--- config.mk ---
export PLATFORM = sky130hd
export DESIGN_NAME = result_commit
export DESIGN_NICKNAME = d
export VERILOG_FILES = /design/src/hdl/prf_types_pkg.sv /design/src/hdl/result_commit.sv
export VERILOG_INCLUDE_DIRS = /design/src /design/src/include
export SDC_FILE = /design/constraint.sdc
export NUM_CORES = 1
export LEC_CHECK = 0
export ABC_AREA = 1
export ABC_CLOCK_PERIOD_IN_PS = 800
export BUFFER_PORTS_ARGS = -buffer_cell sky130_fd_sc_hd__buf_4
export CORE_ASPECT_RATIO = 0.6
export CORE_UTILIZATION = 34
export DETAILED_ROUTE_END_ITERATION = 6
export GPL_TIMING_DRIVEN = 0
export PLACE_DENSITY = 0.88
export RECOVER_POWER = 50
export SYNTH_ARGS = -nofsm -noshare
export SYNTH_HDL_FRONTEND = slang
export SYNTH_SLANG_ARGS = --single-unit
--- constraint.sdc ---
create_clock -name clk -period 0.8 [get_ports clk]
set_input_delay 0.04 -clock clk [delete_from_list [all_inputs] [get_ports clk]]
set_output_delay 0.04 -clock clk [all_outputs]
set_load 0.01 [all_outputs]
--- src/include/prf_defines.svh ---
// Physical register file core parameters
// Register count, data width, multiplier latency and writeback groups

`ifndef PRF_DEFINES_SVH
`define PRF_DEFINES_SVH

// Physical registers, register 0 is hardwired to zero
`define PRF_NUM_REGS 64

// Address width for PRF_NUM_REGS entries
`define PRF_ADDR_W 6

// Data word width
`define PRF_DATA_W 32

// Multiplier latency from issue to commit
`define PRF_MUL_CYCLES 4

// Writeback groups, ALU is group 0 and multiplier is group 1
`define PRF_NUM_GROUPS 2

`endif
--- src/hdl/prf_types_pkg.sv ---
// Datapath types shared by the register file and the execution units
// Physical register numbers, data words, writeback groups, commit packets

`include "prf_defines.svh"

package prf_types_pkg;

    // Physical register number
    typedef logic [`PRF_ADDR_W-1:0] phys_addr_t;

    // Data word as held in the banks
    typedef logic [`PRF_DATA_W-1:0] data_t;

    // Writeback group, one per commit port
    typedef logic [$clog2(`PRF_NUM_GROUPS)-1:0] wb_group_t;

    // One group's writeback in one cycle
    typedef struct packed {
        logic       valid;
        phys_addr_t phys_addr;
        data_t      data;
    } commit_packet_t;

endpackage

--- src/hdl/result_commit.sv ---
// Result stage
// Registers each unit's result into its group's commit packet. Writes to
// register 0 are dropped here so it is never written or marked free.

`include "prf_defines.svh"

module result_commit
    import prf_types_pkg::*;
(
    input  logic           clk,
    input  logic           rst_n,
    input  commit_packet_t alu_out,
    input  commit_packet_t mul_out,
    output commit_packet_t commit [`PRF_NUM_GROUPS]
);

    // Group order, ALU first
    commit_packet_t unit_out [`PRF_NUM_GROUPS];

    assign unit_out[0] = alu_out;
    assign unit_out[1] = mul_out;

    always_ff @(posedge clk) begin
        for (int g = 0; g < `PRF_NUM_GROUPS; g++) begin
            if (!rst_n) begin
                commit[g].valid <= 1'b0;
            end else begin
                commit[g].valid <= unit_out[g].valid && (unit_out[g].phys_addr != '0);
            end
            // Payload follows the unit every cycle
            commit[g].phys_addr <= unit_out[g].phys_addr;
            commit[g].data      <= unit_out[g].data;
        end
    end

endmodule

* Word level (Yosys, flattened, before mapping)
Index checks and enable logic that the tools add are counted.
Storage, ports and cells: logic and storage cells 10, latch bits 0, memories kept 0, bits of input ports 80, output and inout bits 78, memory bits (writable) 0, register bits 78, ROM bits 0
Operators by class: multiplexer cells 0, reduce and logical (&&, ||, !) cells 4, $mul 0, bitwise operators 0, add/subtract/negate cells 0, $lt $le $gt $ge 0, shift-type cells 0, equal/unequal tests 0, divide/modulo/power cells 0
Operators with widths (number):
- 6-bit nonzero test | 2
- 1-bit logical AND | 2

* Logic depth before layout (Yosys ltp)
depth in word-level cells 2, depth in mapped cells 4

* Least setup slack after synthesis
Ideal clock, no wire load.
kind input-to-reg, start input port mul_out[35] (netlist name), end register commit[38] (netlist name), setup time 0.109 ns, setup slack 0.422 ns, data required time 0.691 ns, cell stages on the path 4, data arrival time 0.269 ns, path buffers 0, cells stage by stage nor2_1 -> nand3_1 -> nand2_1 -> inv_1
Between the ends: cells in the longest elaborated chain, start to end 2
RTL lines:
- from (decl) | line result_commit.sv:13 | input commit_packet_t mul_out,
- 6-bit nonzero test | line result_commit.sv:28 | commit[g].valid <= unit_out[g].valid && (unit_out[g].phys_addr != '0);
- 1-bit logical AND | line result_commit.sv:28
- to (decl) | line result_commit.sv:14 | output commit_packet_t commit [`PRF_NUM_GROUPS]
No other way between the ends. A chain may end at the register's enable or synchronous reset.

* Worst setup path in the final report
Same ends and word-level chain as after synthesis.

==> results.toml <==
[status]
status = "finished with violations"
violations = "negative setup slack"

[finish]
multiInputGateArea_um2 = 62.6
final_layout_size_suffix_gt1_frac = 0.731
syn2layout_area_growth_pct = 162
largest_register_ffs = 78
final_common_cell = "dlygate4sd3_1"
num-fill-cells = 137
nNetsFinal = 421
reg_top3 = "commit x78"
final_core_utilization = 0.931
largest_register = "commit"
final_cell_mix = "79 x dlygate4sd3_1, 78 x dfxtp_2, 78 x buf_6"
regArea_um2 = 1660

[place]
routabilityCongestion = 0.684
post-place-ws_ns = 0.257
port_buffers = 157
place_hpwl_um = 3440

[synth]
synth_cell_types = 6
yosysWarnings = 0
syn-cell-area_um2 = 1630
synth_fp_nets = 174
syn_avg_cell_area_um2 = 17.3
seq_area_frac_synth = 0.959
ys_ff_latch = 78
netlist_instances = 94

[clock_network]
post_cts_buffers = 0
clk_pin_slew_ns = 0.10
ctsRootBufferMaster = "clkbuf_8"
cts.path.max_buffers = 2
cts.sinks = 78
cts_made_buffers = 9
h-tree-depth = 3
cts_tree = "yes"

[worst_setup_path]
worstPathArrival_ns = 1.17
cp.required_ns = 1.06
path_max_fanout = 2
crit_chain = "dlygate4sd3_1, clkbuf_4, nor2_1, nand3_1, nand2_1, inv_1"
criticalPathCategory = "primary input to flop"
cp_slowest_cell = "dlygate4sd3_1"
start_kind = "primary input"
critPathCaptureType = "flop"
max_stage_delay_ns = 0.54

[sta]
tightest_slew_ns = 0.165
setup_ws_ns = -0.107
period_needed_ns = 0.907
drv_slew = 0
setup_tns_ns = -4.12
period_share = 1.13
fmax_mhz = 1100
rsz0062_at_grt = "yes"
relSlewSlack = 0.889
hold_viol = 0
setup_viol = 80

[routing]
drt_iter0_drc = 160
first_pass_iters = 4
drtAntennaViolNets = 0
routedWlPerCell_um = 25.6
top_layer = "met4"
wl_met1_um = 4180
vias = 1878
route.met2.wl_um = 5060
met3_length_um = 810
vias_per_cell = 4.57
totalWireLength_um = 10500
drc = 0

[die]
die_area_um2 = 5080
die_h_um = 55.6
core_area_um2 = 4590
initial_core_util = 0.355
row_count = 19
die_w_um = 91.4
ioPinCount = 158

[worst_hold_path]
hp-class = "primary input to flop"

[pwr]
cellPowerDensity_nw_per_um2 = 2040
peakVddDrop_mv = 2.08
leakagePower_uw = 0.00198

[grt]
grt_pass1_wl_um = 12200
grt_pass1_vias = 1816
grt-ovfl-total = 0
grt_usage = 0.342
antenna_found_initial = 2
grt_max_degree = 15

[job]
cap_violations = 0
==> logic make-up (layout without fill, tap and decap cells) <==
family        after synthesis  after routing  synth area share
flops                      78             78             0.959
simple gates               12             12            0.0323
buf+inv                     4            256           0.00921
other cells                 0              2                 0
==> metrics by stage <==
stage	power [uW]	cells	hold slack (ns)	cell area, um2
floorplan	4360	94	0.0677	1630
global placement	4960	314	0.144	2890
detailed placement	4990	314	0.146	2890
CTS	8270	409	0.336	4220
global route	8880	411	0.332	4270
finish	8710	411	0.331	4270
==> worst max-delay path: cells and delay by family <==
family	cells	cell delay, ns
buffers and inverters	3	0.74
and+or+nand+nor	3	0.39
==> layer usage <==
layer  up-vias  global-route usage
li1        780                   -
met1       934               0.447
met2       122               0.569
met3        42               0.102
met4         0              0.0726
met5         -                   0
==> worst paths after layout <==
kind / from / to / slack (ns) / cells after the start
max: mul_out[35] / commit[38]$_SDFF_PN0_ / -0.11 / 6
min: mul_out[4] / commit[4]$_DFF_P_ / 0.33 / 2
==> synth_stat cells (all sizes together) <==
master / n / area [um2]
dfxtp: 78 / 1560
nor2: 6 / 27.5
inv: 4 / 15.0
nand2: 4 / 15.0
nand3: 2 / 10.0
==> power by group <==
part           leakage (uW)  internal [uW]  switching, uW
combinational       0.00122            861            464
clock              0.000104           1450           1650
sequential         0.000659           4130            138
total               0.00198           6450           2250
==> cell type report <==
cell class | count | area share
diodes | 2 | 0.00117
clock buffers | 9 | 0.0290
clock inverters | 7 | 0.0167
flip-flops and latches | 78 | 0.389
multi-input cells | 12 | 0.0146
repair buffers | 236 | 0.528
inverters | 4 | 0.00352
well taps | 63 | 0.0185
==> timing repair <==
action / CTS / global route
endpoints found under the setup margin: 78 / 80
hold buffers: 79 / 0
resized for setup: 125 / 34
pin swaps: 0 / 0
endpoints found under the hold margin: 78 / 0
Power figures use the tool's default switching activity.
