File: src/include/prf_defines.svh
// Physical register file core parameters
// Register count, data width, multiplier latency and writeback groups

`ifndef PRF_DEFINES_SVH
`define PRF_DEFINES_SVH

// Physical registers, register 0 is hardwired to zero
`define PRF_NUM_REGS 64

// Address width for PRF_NUM_REGS entries
`define PRF_ADDR_W 6

// Data word width
`define PRF_DATA_W 32

// Multiplier latency from issue to commit
`define PRF_MUL_CYCLES 4

// Writeback groups, ALU is group 0 and multiplier is group 1
`define PRF_NUM_GROUPS 2

`endif
File: src/hdl/prf_types_pkg.sv
// Datapath types shared by the register file and the execution units
// Physical register numbers, data words, writeback groups, commit packets

`include "prf_defines.svh"

package prf_types_pkg;

    // Physical register number
    typedef logic [`PRF_ADDR_W-1:0] phys_addr_t;

    // Data word as held in the banks
    typedef logic [`PRF_DATA_W-1:0] data_t;

    // Writeback group, one per commit port
    typedef logic [$clog2(`PRF_NUM_GROUPS)-1:0] wb_group_t;

    // One group's writeback in one cycle
    typedef struct packed {
        logic       valid;
        phys_addr_t phys_addr;
        data_t      data;
    } commit_packet_t;

endpackage

File: src/hdl/prf_instr_pkg.sv
// Instruction-side types for the decode and execute stages
// Opcodes, renamed instruction, issue packet and issue slot states

package prf_instr_pkg;

    import prf_types_pkg::*;

    // MUL goes to group 1, the rest to the ALU
    typedef enum logic [1:0] {
        OP_ADD = 2'd0,
        OP_SUB = 2'd1,
        OP_XOR = 2'd2,
        OP_MUL = 2'd3
    } op_t;

    // Already renamed instruction
    typedef struct packed {
        op_t        op;
        logic       use_imm;
        data_t      imm;
        phys_addr_t phys_rd;
        phys_addr_t phys_rs1;
        phys_addr_t phys_rs2;
        wb_group_t  rs1_group;
        wb_group_t  rs2_group;
    } instr_t;

    // Slot to execution units
    typedef struct packed {
        logic       valid;
        op_t        op;
        phys_addr_t phys_rd;
        data_t      operand_a;
        data_t      operand_b;
    } issue_packet_t;

    typedef enum logic {
        SLOT_EMPTY = 1'b0,
        SLOT_WAIT  = 1'b1
    } slot_state_t;

endpackage

File: src/hdl/instr_decode.sv
// Decode stage and single issue slot
// Accepts one renamed instruction into the slot, holds it until both
// sources are free and the target unit can take it, then issues it.

module instr_decode
    import prf_types_pkg::*;
    import prf_instr_pkg::*;
(
    input  logic          clk,
    input  logic          rst_n,
    input  instr_t        instr,
    input  logic          instr_valid,
    output logic          instr_ready,
    input  logic [1:0]    src_inuse,
    input  data_t         operand [2],
    input  logic          mul_busy,
    output logic          decode_advance,
    output phys_addr_t    decode_rd,
    output phys_addr_t    decode_rs [2],
    output wb_group_t     decode_rs_group [2],
    output phys_addr_t    slot_rs [2],
    output wb_group_t     slot_rs_group [2],
    output issue_packet_t issue
);

    slot_state_t state;
    instr_t      slot;
    logic        srcs_ready;
    logic        unit_free;
    logic        slot_issue;

    ////////////////////
    // Issue decision
    // rs2 is ignored for immediate forms
    assign srcs_ready = !src_inuse[0] && (slot.use_imm || !src_inuse[1]);
    // Only the multiplier can stall
    assign unit_free  = (slot.op != OP_MUL) || !mul_busy;
    assign slot_issue = (state == SLOT_WAIT) && srcs_ready && unit_free;

    // Refill in the same cycle the slot drains
    assign instr_ready    = (state == SLOT_EMPTY) || slot_issue;
    assign decode_advance = instr_valid && instr_ready;

    // Decode side addresses
    assign decode_rd          = instr.phys_rd;
    assign decode_rs[0]       = instr.phys_rs1;
    assign decode_rs[1]       = instr.phys_rs2;
    assign decode_rs_group[0] = instr.rs1_group;
    assign decode_rs_group[1] = instr.rs2_group;

    // Slot side addresses
    assign slot_rs[0]       = slot.phys_rs1;
    assign slot_rs[1]       = slot.phys_rs2;
    assign slot_rs_group[0] = slot.rs1_group;
    assign slot_rs_group[1] = slot.rs2_group;

    ////////////////////
    // Slot FSM
    always_ff @(posedge clk) begin
        if (!rst_n) begin
            state <= SLOT_EMPTY;
        end else if (decode_advance) begin
            state <= SLOT_WAIT;
        end else if (slot_issue) begin
            state <= SLOT_EMPTY;
        end
    end

    always_ff @(posedge clk) begin
        if (decode_advance) begin
            slot <= instr;
        end
    end

    // Issue packet, immediate replaces operand b
    always_comb begin
        issue.valid     = slot_issue;
        issue.op        = slot.op;
        issue.phys_rd   = slot.phys_rd;
        issue.operand_a = operand[0];
        issue.operand_b = slot.use_imm ? slot.imm : operand[1];
    end

endmodule

File: config.mk
export PLATFORM = sky130hd
export DESIGN_NAME = instr_decode
export DESIGN_NICKNAME = d
export VERILOG_FILES = /design/src/hdl/prf_types_pkg.sv /design/src/hdl/prf_instr_pkg.sv /design/src/hdl/instr_decode.sv
export VERILOG_INCLUDE_DIRS = /design/src /design/src/include
export SDC_FILE = /design/constraint.sdc
export NUM_CORES = 1
export LEC_CHECK = 0
export ABC_AREA = 1
export BUFFER_PORTS_ARGS = -buffer_cell sky130_fd_sc_hd__buf_2
export CORE_MARGIN = 3
export CORE_UTILIZATION = 35
export DETAILED_ROUTE_END_ITERATION = 12
export PLACE_DENSITY = 0.85
export SYNTH_ARGS = -nofsm -noshare
export SYNTH_HDL_FRONTEND = slang
export SYNTH_SLANG_ARGS = --single-unit
File: constraint.sdc
create_clock -name clk -period 6.7 [get_ports clk]
set_input_delay 0.335 -clock clk [delete_from_list [all_inputs] [get_ports clk]]
set_output_delay 0.335 -clock clk [all_outputs]
set_load 0.05 [all_outputs]
# Word-level counts from Yosys, hierarchy flattened
# Cells that the tools add are included.
# word_totals
register_bits	56
input_bits	125
out_inout_bits	109
wordCells	25
# classes
eq_ne	1
mux	3
bitwise_logic	1
n_reduce_logical	11
# op_table
operator	count
2-to-1 mux 32 bit	1
logical AND 1 bit	4
zero test 1 bit	3
logical OR 1 bit	3
2-to-1 mux 1 bit	2
!= test 2 bit, second input constant	1
nonzero test 2 bit	1
inverter 1 bit	1

# Depth between registers and ports, before layout
# logic_depth
ltp_word	8
mapped_depth	6
ltp_nobuf	5

# Worst setup path before layout
# No wires, ideal clock.
# synth_timing
kind	reg-to-reg
start	register slot[52] (netlist name)
end	register slot, in the netlist issue[64], enable pin
setup_ns	0.520
t_arrival_ns	4.003
required_ns	6.180
setup_slack_ns	2.177
path_stages_with_launch	6
n_path_buf	1
period_less_slack_ns	4.523
cell_sequence	edfxtp_1 -> buf_6 -> inv_4 -> nand2_2 -> nand3_2 -> a21oi_1
# synth_via
elab_chain_cells	6
# synth_lines
element	line_no	text
start: declaration	instr_decode.sv:27	instr_t slot;
start signal: assignment	instr_decode.sv:71	slot <= instr;
logical OR 1 bit	instr_decode.sv:35	assign srcs_ready = !src_inuse[0] && (slot.use_imm || !src_inuse[1]);
logical AND 1 bit	instr_decode.sv:35	
logical AND 1 bit (2 in a row)	instr_decode.sv:38	assign slot_issue = (state == SLOT_WAIT) && srcs_ready && unit_free;
logical OR 1 bit	instr_decode.sv:41	assign instr_ready = (state == SLOT_EMPTY) || slot_issue;
logical AND 1 bit	instr_decode.sv:42	assign decode_advance = instr_valid && instr_ready;
net decode_advance	instr_decode.sv:17	output logic decode_advance,
# The timed path passes the listed nets, and every way through them passes these cells.
# A chain may end at the register's enable or synchronous reset.

# Final worst setup path
# layout_timing
start	register slot[52] (netlist name)
end	output decode_advance
# layout_via
elab_chain_cells	6
# layout_lines
element	line_no
logical OR 1 bit	instr_decode.sv:35
logical AND 1 bit	instr_decode.sv:35
logical AND 1 bit (2 in a row)	instr_decode.sv:38
logical OR 1 bit	instr_decode.sv:41
logical AND 1 bit	instr_decode.sv:42
end: declaration	instr_decode.sv:17
# Every way passes these cells.

==> out/results.tsv <==
metric	value	unit
status	complete, no violations	
setup_tns	0	ns
drv_cap	0	
holdBufCountCts	0	
synth_fp_nets	371	
cts_tree	yes	
die_area	0.00882	sq mm
yosysUniqueCellTypes	14	
hold_end	slot[50]$_DFFE_PP_	
clk_latency	0.30	ns
min_period	3.46	ns
totalWireLength	6440	microns
crit_arrival	3.13	ns
total_power	0.835	mW
routed_via_density	4.15	
core_area	0.00737	sq mm
synthCells	246	
setup_ws	3.24	ns
cts_buffers	5	
wire_per_inst	14.6	microns
clock_sinks	56	
slew_viol_final	0	
ys_seq_elements	56	
worst_hold_path.num_cells	1	
post_cts_buffers	0	
syn_area_per_cell	11.0	sq um
final-hold-violation-count	0	
grt_pass1_vias	1750	
clockRootBuffer	clkbuf_8	
pre_cts_slack	3.48	ns
relSlewSlack	26.2	%
antenna_cells	0	
start_util	36.7	%
hold_path.startpoint	instr[50]	
die_w	93.9	microns
layout_common_cells	buf_2, nand2_1, edfxtp_1, clkbuf_8, inv_1	
drtIter0Drc	47	
nNetsFinal	466	
track_usage	13.4	%
r2r_slack	3.87	ns
netlist_area	0.00271	sq mm
final_antenna_net_count	0	
cts.clk_slew.worst_paths	0.10	ns
rsz0062_at_grt	no	
final_common_cell	buf_2	
worstSetupPathType	reg2out	
r2r_cells	5	
die_h	93.9	microns
antenna_found_initial	1	
p_leak	1.59	nW
yosys_warnings	0	
r2r_start	slot[52]$_DFFE_PP_	
firstDrtPassIters	4	
period_share	51.7	%
hold_ws	0.200	ns
num-fill-cells	736	
timing.rr.end	slot[29]$_DFFE_PP_	
grt_max_degree	57	
io_buffers	169	
overflow	0	
cts.path.max_buffers	2	
fin_skew	0.00965	ns
final_cell_count_no_fill	441	
tightest_slew	1.11	ns
grt_pass1_wl	8870	microns
dp_hpwl	5220	microns
power_density	261	mW/mm^2
syn_to_final_growth	18.1	%
io_pins	234	
vias	1829	
path_max_fanout	56	
vdd_drop_max	123	uV
drive_gt1_share	53.5	%
drc	0	
numPlacedInstances	433	
rows	31	
start_kind	flop	
clock.fmax	0.289	GHz
min_path_type	in2reg	
finalSetupViolCount	0	
critPathRequiredTime	6.36	ns
end_kind	output pin	
gp_congestion	0.746	
ctsResizeCount	0	
synth_seq_area_share	61.8	%
htree_num_levels	2	
## layout make-up
class                   count  area (sq um)  area share, %
clock buffers               6          72.6           2.27
well taps                  99           124           3.88
clock inverters             2          35.0           1.10
inverters                   5          21.3          0.666
flip-flops and latches     56          1670           52.3
multi-input cells         103           417           13.0
repair buffers            170           853           26.7
## sequential cells by signal, indices dropped and copies added, names as in the netlist
signal and count:
issue 8, slot 33, slot_rs 12, slot_rs_group 2, state 1
## stage by stage
stage	cell area (sq um)	util (%)
after floorplan	2710	-
after CTS	3190	43.3
after global placement	3090	41.9
final	3190	43.3
after global routing	3190	43.3
after detailed placement	3090	41.9
## metal layers
metal | track usage, % | vias up | share of wire [%] | wire length, microns
li1 | - | 904 | - | -
met1 | 12.9 | 787 | 32 | 2070
met2 | 25.2 | 128 | 53 | 3430
met3 | 5.85 | 8 | 13 | 867
met4 | 4.33 | 2 | 0.92 | 59
met5 | 0 | - | 0.26 | 17
## where the power goes
part | internal (mW) | switching, mW
Sequential | 0.410 | 0.00892
Clock | 0.111 | 0.102
Combinational | 0.0487 | 0.154
## kinds of logic (layout without fill, tap and decap cells)
logic type / count (synthesis) / count (layout) / synth area share, %
compound gates: 2 / 2 / 0.509
simple gates: 101 / 101 / 14.5
flops: 56 / 56 / 61.8
buf+inv: 87 / 183 / 23.2
## synthesized netlist by cell type
master	count	share of area, %
nand2_1	96	13
buf_4	76	21
edfxtp_1	55	61
buf_2	5	0.92
inv_1	4	0.55
nand2_2	2	0.46
a21oi_1	1	0.18
a21oi_2	1	0.32
buf_6	1	0.42
dfxtp_1	1	0.74
inv_4	1	0.23
nand3_1	1	0.18
nand3_2	1	0.37
nor2_1	1	0.14
## worst max path at each step
| stage | startpoint | cells after the start | slack, ns | to |
|---|---|---|---|---|
| floorplan | slot[52]$_DFFE_PP_ | 5 | 2.18 | issue[64]$_DFFE_PP_ |
| global placement | slot[52]$_DFFE_PP_ | 6 | 3.55 | decode_advance |
| detailed placement | slot[52]$_DFFE_PP_ | 6 | 3.48 | decode_advance |
| CTS | slot[52]$_DFFE_PP_ | 6 | 3.12 | decode_advance |
| global route | slot[52]$_DFFE_PP_ | 6 | 2.92 | decode_advance |
| finish | slot[52]$_DFFE_PP_ | 6 | 3.24 | decode_advance |
## worst max-delay path, cell delays in order, from the launching register on
cell,delay (ns)
edfxtp_1,1.09
inv_4,0.34
nand2_2,0.15
nand3_2,0.13
a21oi_4,0.14
buf_4,0.56
buf_2,0.39
Power figures use the tool's default switching activity.
