===== config.mk =====
export PLATFORM = sky130hd
export DESIGN_NAME = exec_units
export DESIGN_NICKNAME = d
export VERILOG_FILES = /design/src/hdl/prf_types_pkg.sv /design/src/hdl/prf_instr_pkg.sv /design/src/hdl/exec_units.sv
export VERILOG_INCLUDE_DIRS = /design/src /design/src/include
export SDC_FILE = /design/constraint.sdc
export NUM_CORES = 1
export LEC_CHECK = 0
export BUFFER_PORTS_ARGS = -buffer_cell sky130_fd_sc_hd__buf_4
export CAP_MARGIN = 10
export CORE_UTILIZATION = 45
export DETAILED_ROUTE_END_ITERATION = 12
export GPL_ROUTABILITY_DRIVEN = 1
export MAX_ROUTING_LAYER = met4
export PLACE_DENSITY = 0.68
export SYNTH_ARGS = -nofsm -noshare
export SYNTH_HDL_FRONTEND = slang
export SYNTH_SLANG_ARGS = --single-unit

===== constraint.sdc =====
create_clock -name clk -period 15.5 [get_ports clk]
set_input_delay 0.775 -clock clk [delete_from_list [all_inputs] [get_ports clk]]
set_output_delay 0.775 -clock clk [all_outputs]
set_load 0.02 [all_outputs]

===== src/include/prf_defines.svh =====
// Physical register file core parameters
// Register count, data width, multiplier latency and writeback groups

`ifndef PRF_DEFINES_SVH
`define PRF_DEFINES_SVH

// Physical registers, register 0 is hardwired to zero
`define PRF_NUM_REGS 64

// Address width for PRF_NUM_REGS entries
`define PRF_ADDR_W 6

// Data word width
`define PRF_DATA_W 32

// Multiplier latency from issue to commit
`define PRF_MUL_CYCLES 4

// Writeback groups, ALU is group 0 and multiplier is group 1
`define PRF_NUM_GROUPS 2

`endif

===== src/hdl/prf_types_pkg.sv =====
// Datapath types shared by the register file and the execution units
// Physical register numbers, data words, writeback groups, commit packets

`include "prf_defines.svh"

package prf_types_pkg;

    // Physical register number
    typedef logic [`PRF_ADDR_W-1:0] phys_addr_t;

    // Data word as held in the banks
    typedef logic [`PRF_DATA_W-1:0] data_t;

    // Writeback group, one per commit port
    typedef logic [$clog2(`PRF_NUM_GROUPS)-1:0] wb_group_t;

    // One group's writeback in one cycle
    typedef struct packed {
        logic       valid;
        phys_addr_t phys_addr;
        data_t      data;
    } commit_packet_t;

endpackage


===== src/hdl/prf_instr_pkg.sv =====
// Instruction-side types for the decode and execute stages
// Opcodes, renamed instruction, issue packet and issue slot states

package prf_instr_pkg;

    import prf_types_pkg::*;

    // MUL goes to group 1, the rest to the ALU
    typedef enum logic [1:0] {
        OP_ADD = 2'd0,
        OP_SUB = 2'd1,
        OP_XOR = 2'd2,
        OP_MUL = 2'd3
    } op_t;

    // Already renamed instruction
    typedef struct packed {
        op_t        op;
        logic       use_imm;
        data_t      imm;
        phys_addr_t phys_rd;
        phys_addr_t phys_rs1;
        phys_addr_t phys_rs2;
        wb_group_t  rs1_group;
        wb_group_t  rs2_group;
    } instr_t;

    // Slot to execution units
    typedef struct packed {
        logic       valid;
        op_t        op;
        phys_addr_t phys_rd;
        data_t      operand_a;
        data_t      operand_b;
    } issue_packet_t;

    typedef enum logic {
        SLOT_EMPTY = 1'b0,
        SLOT_WAIT  = 1'b1
    } slot_state_t;

endpackage


===== src/hdl/exec_units.sv =====
// Execution units
// Combinational ALU for add, subtract and exclusive OR, plus an iterative
// shift-add multiplier returning the low word after PRF_MUL_CYCLES steps.
// Both hand unregistered results to the commit stage.

`include "prf_defines.svh"

module exec_units
    import prf_types_pkg::*;
    import prf_instr_pkg::*;
(
    input  logic           clk,
    input  logic           rst_n,
    input  issue_packet_t  issue,
    output logic           mul_busy,
    output commit_packet_t alu_out,
    output commit_packet_t mul_out
);

    // Multiplier bits consumed per step
    localparam int STEP_W = `PRF_DATA_W / `PRF_MUL_CYCLES;
    localparam int CNT_W  = $clog2(`PRF_MUL_CYCLES);
    localparam logic [CNT_W-1:0] LAST_STEP = CNT_W'(`PRF_MUL_CYCLES - 1);

    logic             mul_start;
    logic             mul_last;
    logic [CNT_W-1:0] step_cnt;
    data_t            acc;
    data_t            mcand;
    data_t            mplier;
    phys_addr_t       mul_rd;
    data_t            src_acc;
    data_t            src_mcand;
    data_t            src_mplier;
    data_t            step_sum;

    ////////////////////
    // ALU
    always_comb begin
        alu_out.valid     = issue.valid && (issue.op != OP_MUL);
        alu_out.phys_addr = issue.phys_rd;
        case (issue.op)
            OP_SUB:  alu_out.data = issue.operand_a - issue.operand_b;
            OP_XOR:  alu_out.data = issue.operand_a ^ issue.operand_b;
            default: alu_out.data = issue.operand_a + issue.operand_b;
        endcase
    end

    ////////////////////
    // Multiplier
    // First step runs on the issue edge, the last one feeds mul_out directly
    assign mul_start = issue.valid && (issue.op == OP_MUL);
    assign mul_last  = mul_busy && (step_cnt == LAST_STEP);

    always_comb begin
        src_acc    = mul_start ? '0 : acc;
        src_mcand  = mul_start ? issue.operand_a : mcand;
        src_mplier = mul_start ? issue.operand_b : mplier;
        step_sum   = src_acc;
        // Shift-add over the low bits of the multiplier
        for (int j = 0; j < STEP_W; j++) begin
            if (src_mplier[j]) begin
                step_sum = step_sum + (src_mcand << j);
            end
        end
    end

    always_ff @(posedge clk) begin
        if (!rst_n) begin
            mul_busy <= 1'b0;
            step_cnt <= '0;
        end else if (mul_start) begin
            mul_busy <= 1'b1;
            step_cnt <= CNT_W'(1);
        end else if (mul_last) begin
            mul_busy <= 1'b0;
        end else if (mul_busy) begin
            step_cnt <= step_cnt + 1'b1;
        end
    end

    // Partial product and shifted operands
    always_ff @(posedge clk) begin
        if (mul_start || mul_busy) begin
            acc    <= step_sum;
            mcand  <= src_mcand << STEP_W;
            mplier <= src_mplier >> STEP_W;
        end
        if (mul_start) begin
            mul_rd <= issue.phys_rd;
        end
    end

    // Valid for the single cycle of the last step
    always_comb begin
        mul_out.valid     = mul_last;
        mul_out.phys_addr = mul_rd;
        mul_out.data      = step_sum;
    end

endmodule


-- Word level (Yosys, flattened, before mapping)
Index checks and enable logic that the tools add are counted.
- flip-flop bits (word level): 89
- bitwise operators: 3
- mux-type cells: 17
- equal/unequal tests: 6
- reduce and logical (&&, ||, !) cells: 9
- add/subtract/negate cells: 11
- operator list (operator ; number):
    $mux 32 ; 10
    $add 32x32->32 ; 9
    $pmux 32 s2 ; 1
    $sub 32x32->32 ; 1
    $xor 32x32->32 ; 1
    $mux 24 ; 1
    $eq 2x2->1 const B ; 3
    $mux 1 ; 5
    $ne 2x2->1 const B ; 2
    $reduce_and 2->1 ; 2
    $reduce_bool 2->1 ; 2
    $logic_and 1x1->1 ; 3
    $add 2x1->2 const B ; 1
    $eq 2x1->1 const B ; 1
    $not 1->1 ; 2
    $reduce_or 2->1 ; 1
    $logic_or 1x1->1 ; 1

-- Depth between registers and ports, before layout
- depth after elaboration: 19
- gate-level depth with buffers: 77
- mapped depth without buffers: 72

-- Least setup slack after synthesis
No wires, ideal clock.
- path type: input-to-output
- start point: in issue[71] in the netlist's numbering
- end point: out mul_out[31] in the netlist's numbering
- required time: 14725 ps
- setup slack: 704 ps
- buffers on the path: 7
- stages: 71
- data arrival time: 14021 ps
- cell sequence: nand3_2 > clkbuf_1 > clkbuf_1 > clkbuf_1 > clkbuf_1 > clkbuf_1 > clkbuf_1 > nand2_1 > nand2_1 > ha_1 > nand2_1 > o21ai_0 > ha_1 > inv_1 > fa_1 > nor2b_1 > o21ai_0 > nand2b_1 > [... 35 more ...] > xor2_1 > mux2_2 > ha_1 > o21ai_0 > a41oi_1 > nor2_1 > nor2_1 > nor2_1 > xnor2_1 > mux2_2 > ha_1 > nand4_1 > o311ai_2 > a31o_1 > a21oi_1 > or4_1 > o211ai_2 > xor2_1
- RTL lines (what ; RTL line ; text):
    from (decl) ; exec_units.sv:14 ; input issue_packet_t issue,
    to (decl) ; exec_units.sv:17 ; output commit_packet_t mul_out

==> key figures <==
Outcome
  – Outcome: completed

Synth
  – Synth area leaders: ha_1, edfxtp_1, nand2_1, xnor2_1, a21oi_1
  – Post-synth EDFFs: 86
  – Syn. warnings: 0
  – Flops & latches, synth: 89
  – Largest family of logic cells by synthesized area: compound AO/OA/AOI/OAI gates
  – Syn Area/Cell: 7.44 um^2
  – Syn Nets: 2818
  – Post-synth top area share: 0.164
  – Synth Area in Adders: 0.177
  – Post-synthesis instance area: 0.0185 mm^2
  – Synth Area in Simple Gates: 0.218
  – Ys flop type: edfxtp_1
  – Synth Area in Compound Gates: 0.247
  – Biggest area consumer among synthesized cells: ha_1
  – Xor/xnor share of the synthesized area: 0.130
  – Async SR Flop Fraction: 0
  – Post-Synthesis Cells: 2492
  – Netlist cell types: 90
  – Sequential share of the synthesized area: 0.143
  – Post-synthesis mux area share: 0.0410

GRT
  – Total global-route track usage: 0.273
  – First-pass GRT wire length: 89.5 mm
  – Met3 GRT Util: 0.0352
  – Busiest grt layer: met2
  – Met1 Usage GRT: 0.354
  – Overflow after GRT: 0
  – Pin count of the biggest net entering global routing: 79
  – Met2 global-route usage: 0.444
  – Vias in the first global route: 17800
  – Initial antenna violation count: 1

STA
  – Final setup viols: 0
  – Min Tclk post-route: 14.73 ns
  – Slew Viols, Final: 0
  – Max-slew headroom: 0.242
  – Setup TNS: 0 ns
  – Final period utilization: 0.950
  – Max Clock Freq: 67.9 MHz
  – Final hold violations: 0
  – Least-Margin Pin Slew: 1.14 ns
  – Final Skew: 0.0160 ns

Drt
  – Routed WL: 56.2 mm
  – Drt drc: 0
  – DRT iter0 DRCs: 1262
  – DR vias: 18500
  – DRT Pass-1 Iters: 6
  – Antenna-violating nets left: 0
  – Routed WL per cell: 17.9 um
  – Via density: 5.89

Floorplan
  – Cell Rows: 73
  – Core area: 0.0402 mm^2
  – Die area: 0.0420 mm^2
  – IO Count: 154
  – Chip Height: 205 um
  – Die width: 205 um
  – Starting Density: 0.461

Clock network
  – CTS Hold Bufs: 0
  – Worst-case clock buffer depth: 2
  – Clock sinks: 89
  – CTS tree: built
  – CTS H-tree depth: 3
  – Clk_lat worst skew: 0.41 ns
  – Num CTS Buffers: 9
  – Reg clk slew, reported paths: 0.07 ns
  – Clk root buf: clkbuf_16

Hold path
  – Hold Path Class: reg2reg

Cells and area
  – Fillers: 3857
  – Design area: 0.0207 mm^2
  – Nets: 2928
  – Most frequent cells in the layout: nand2_1, ha_1, a21oi_1, nor2_1, buf_4
  – Layout cell share with drive strength beyond 1: 0.130
  – Syn-to-layout area delta: 11.8%
  – Fin cells: 3133
  – Final core occ: 0.516
  – Commonest non-fill, non-tap cell in the layout: nand2_1

Setup path
  – WS Path Type: in2out
  – Startpoint types: input pin
  – CP dominant cell by count: a21oi_1
  – CP bufs+invs: 7
  – Crit path DAT: 13.95 ns
  – Crit path max-delay family: compound AO/OA/AOI/OAI gates
  – Crit path max fanout: 9
  – Crit path largest cell delay: 0.70 ns
  – CP Capture Type: output port
  – Slowest cell on the critical path: nor2_1
  – Worst EP required: 14.73 ns

Place
  – Global placer's final weighted congestion: 0.978
  – Placed Area: 0.0203 mm^2
  – Dpl cells: 3108
  – Post-DP HPWL: 44.9 mm
  – I/O Buffers: 153

Flow run
  – MaxCap Viol Count: 0
==> logic make-up after synthesis <==
logic type / count (synthesis)
compound gates: 705
buf+inv: 215
fa+ha+maj: 258
other cells: 1
xor+xnor: 274
flops: 89
mux: 69
simple gates: 881
==> per-stage QoR <==
| step | hold slack [ns] | worst slack (ns) |
|---|---|---|
| finish | 0.520 | 0.772 |
| global route | 0.543 | -0.00782 |
| CTS | 0.521 | 0.462 |
| detailed placement | 0.511 | 0.579 |
| global placement | 0.501 | 0.889 |
| floorplan | 0.480 | 0.704 |
==> per-layer routing <==
metal  part of all wire  up-vias
met3              0.060       65
met4              0.019        0
li1                   -     9180
met2               0.45      566
met5                  0        -
met1               0.47     8646
==> Yosys cell counts (19+ instances only) <==
cell type and count:
clkbuf_1 71, nand3_1 38, o21bai_1 33, o21ai_0 134
o211ai_1 19, a21o_1 54, nor2b_1 35, nor3_1 61
o22ai_1 21, inv_1 123, and2_1 31, mux2_2 45
edfxtp_1 86, mux2i_1 22, ha_1 243, xor2_1 124
o21a_1 27, nor2_1 207, o31ai_1 34, nand2b_1 32
xnor2_1 149, nand2_1 367, a31oi_1 19, a211oi_1 19
a21oi_1 227
==> cell type report <==
class                           count  area [um^2]  area share
Multi-Input combinational cell   2189        15200       0.734
Clock inverter                      7         72.6     0.00350
Sequential cell                    89         2640       0.128
Inverter                          123          474      0.0229
Tap cell                          525          657      0.0317
Clock buffer                        9          225      0.0109
Timing Repair Buffer              190         1430      0.0690
Antenna cell                        1         2.50    0.000121
==> sequential cells by signal (all words and copies together) (netlist names) <==
name / count
mplier: 24
step_cnt: 2
mul_busy: 1
acc: 32
mul_rd: 6
mcand: 24
==> final timing paths <==
path	from	endpoint	slack, ns	depth (start not counted)
hold / removal	step_cnt[1]	step_cnt[1]	0.52	2
setup / recovery	issue[71]	mul_out[31]	0.77	67
hold reg to reg	step_cnt[1]	step_cnt[1]	0.52	2
setup reg to reg	mplier[0]	acc[31]	2.24	69
==> what timing repair did <==
item	CTS	global route
buffers inserted	0	7
endpoints found under the setup margin	0	9
resized for setup	0	25
==> worst min-delay path, cell delays in order, from the launching register on <==
cell and delay [ns]:
dfxtp_1 0.33, mux2i_1 0.07, nor2_1 0.09
Power is left out: the tool's default activity adds up to more than one toggle a clock period on the data nets, which glitch-free logic cannot reach.
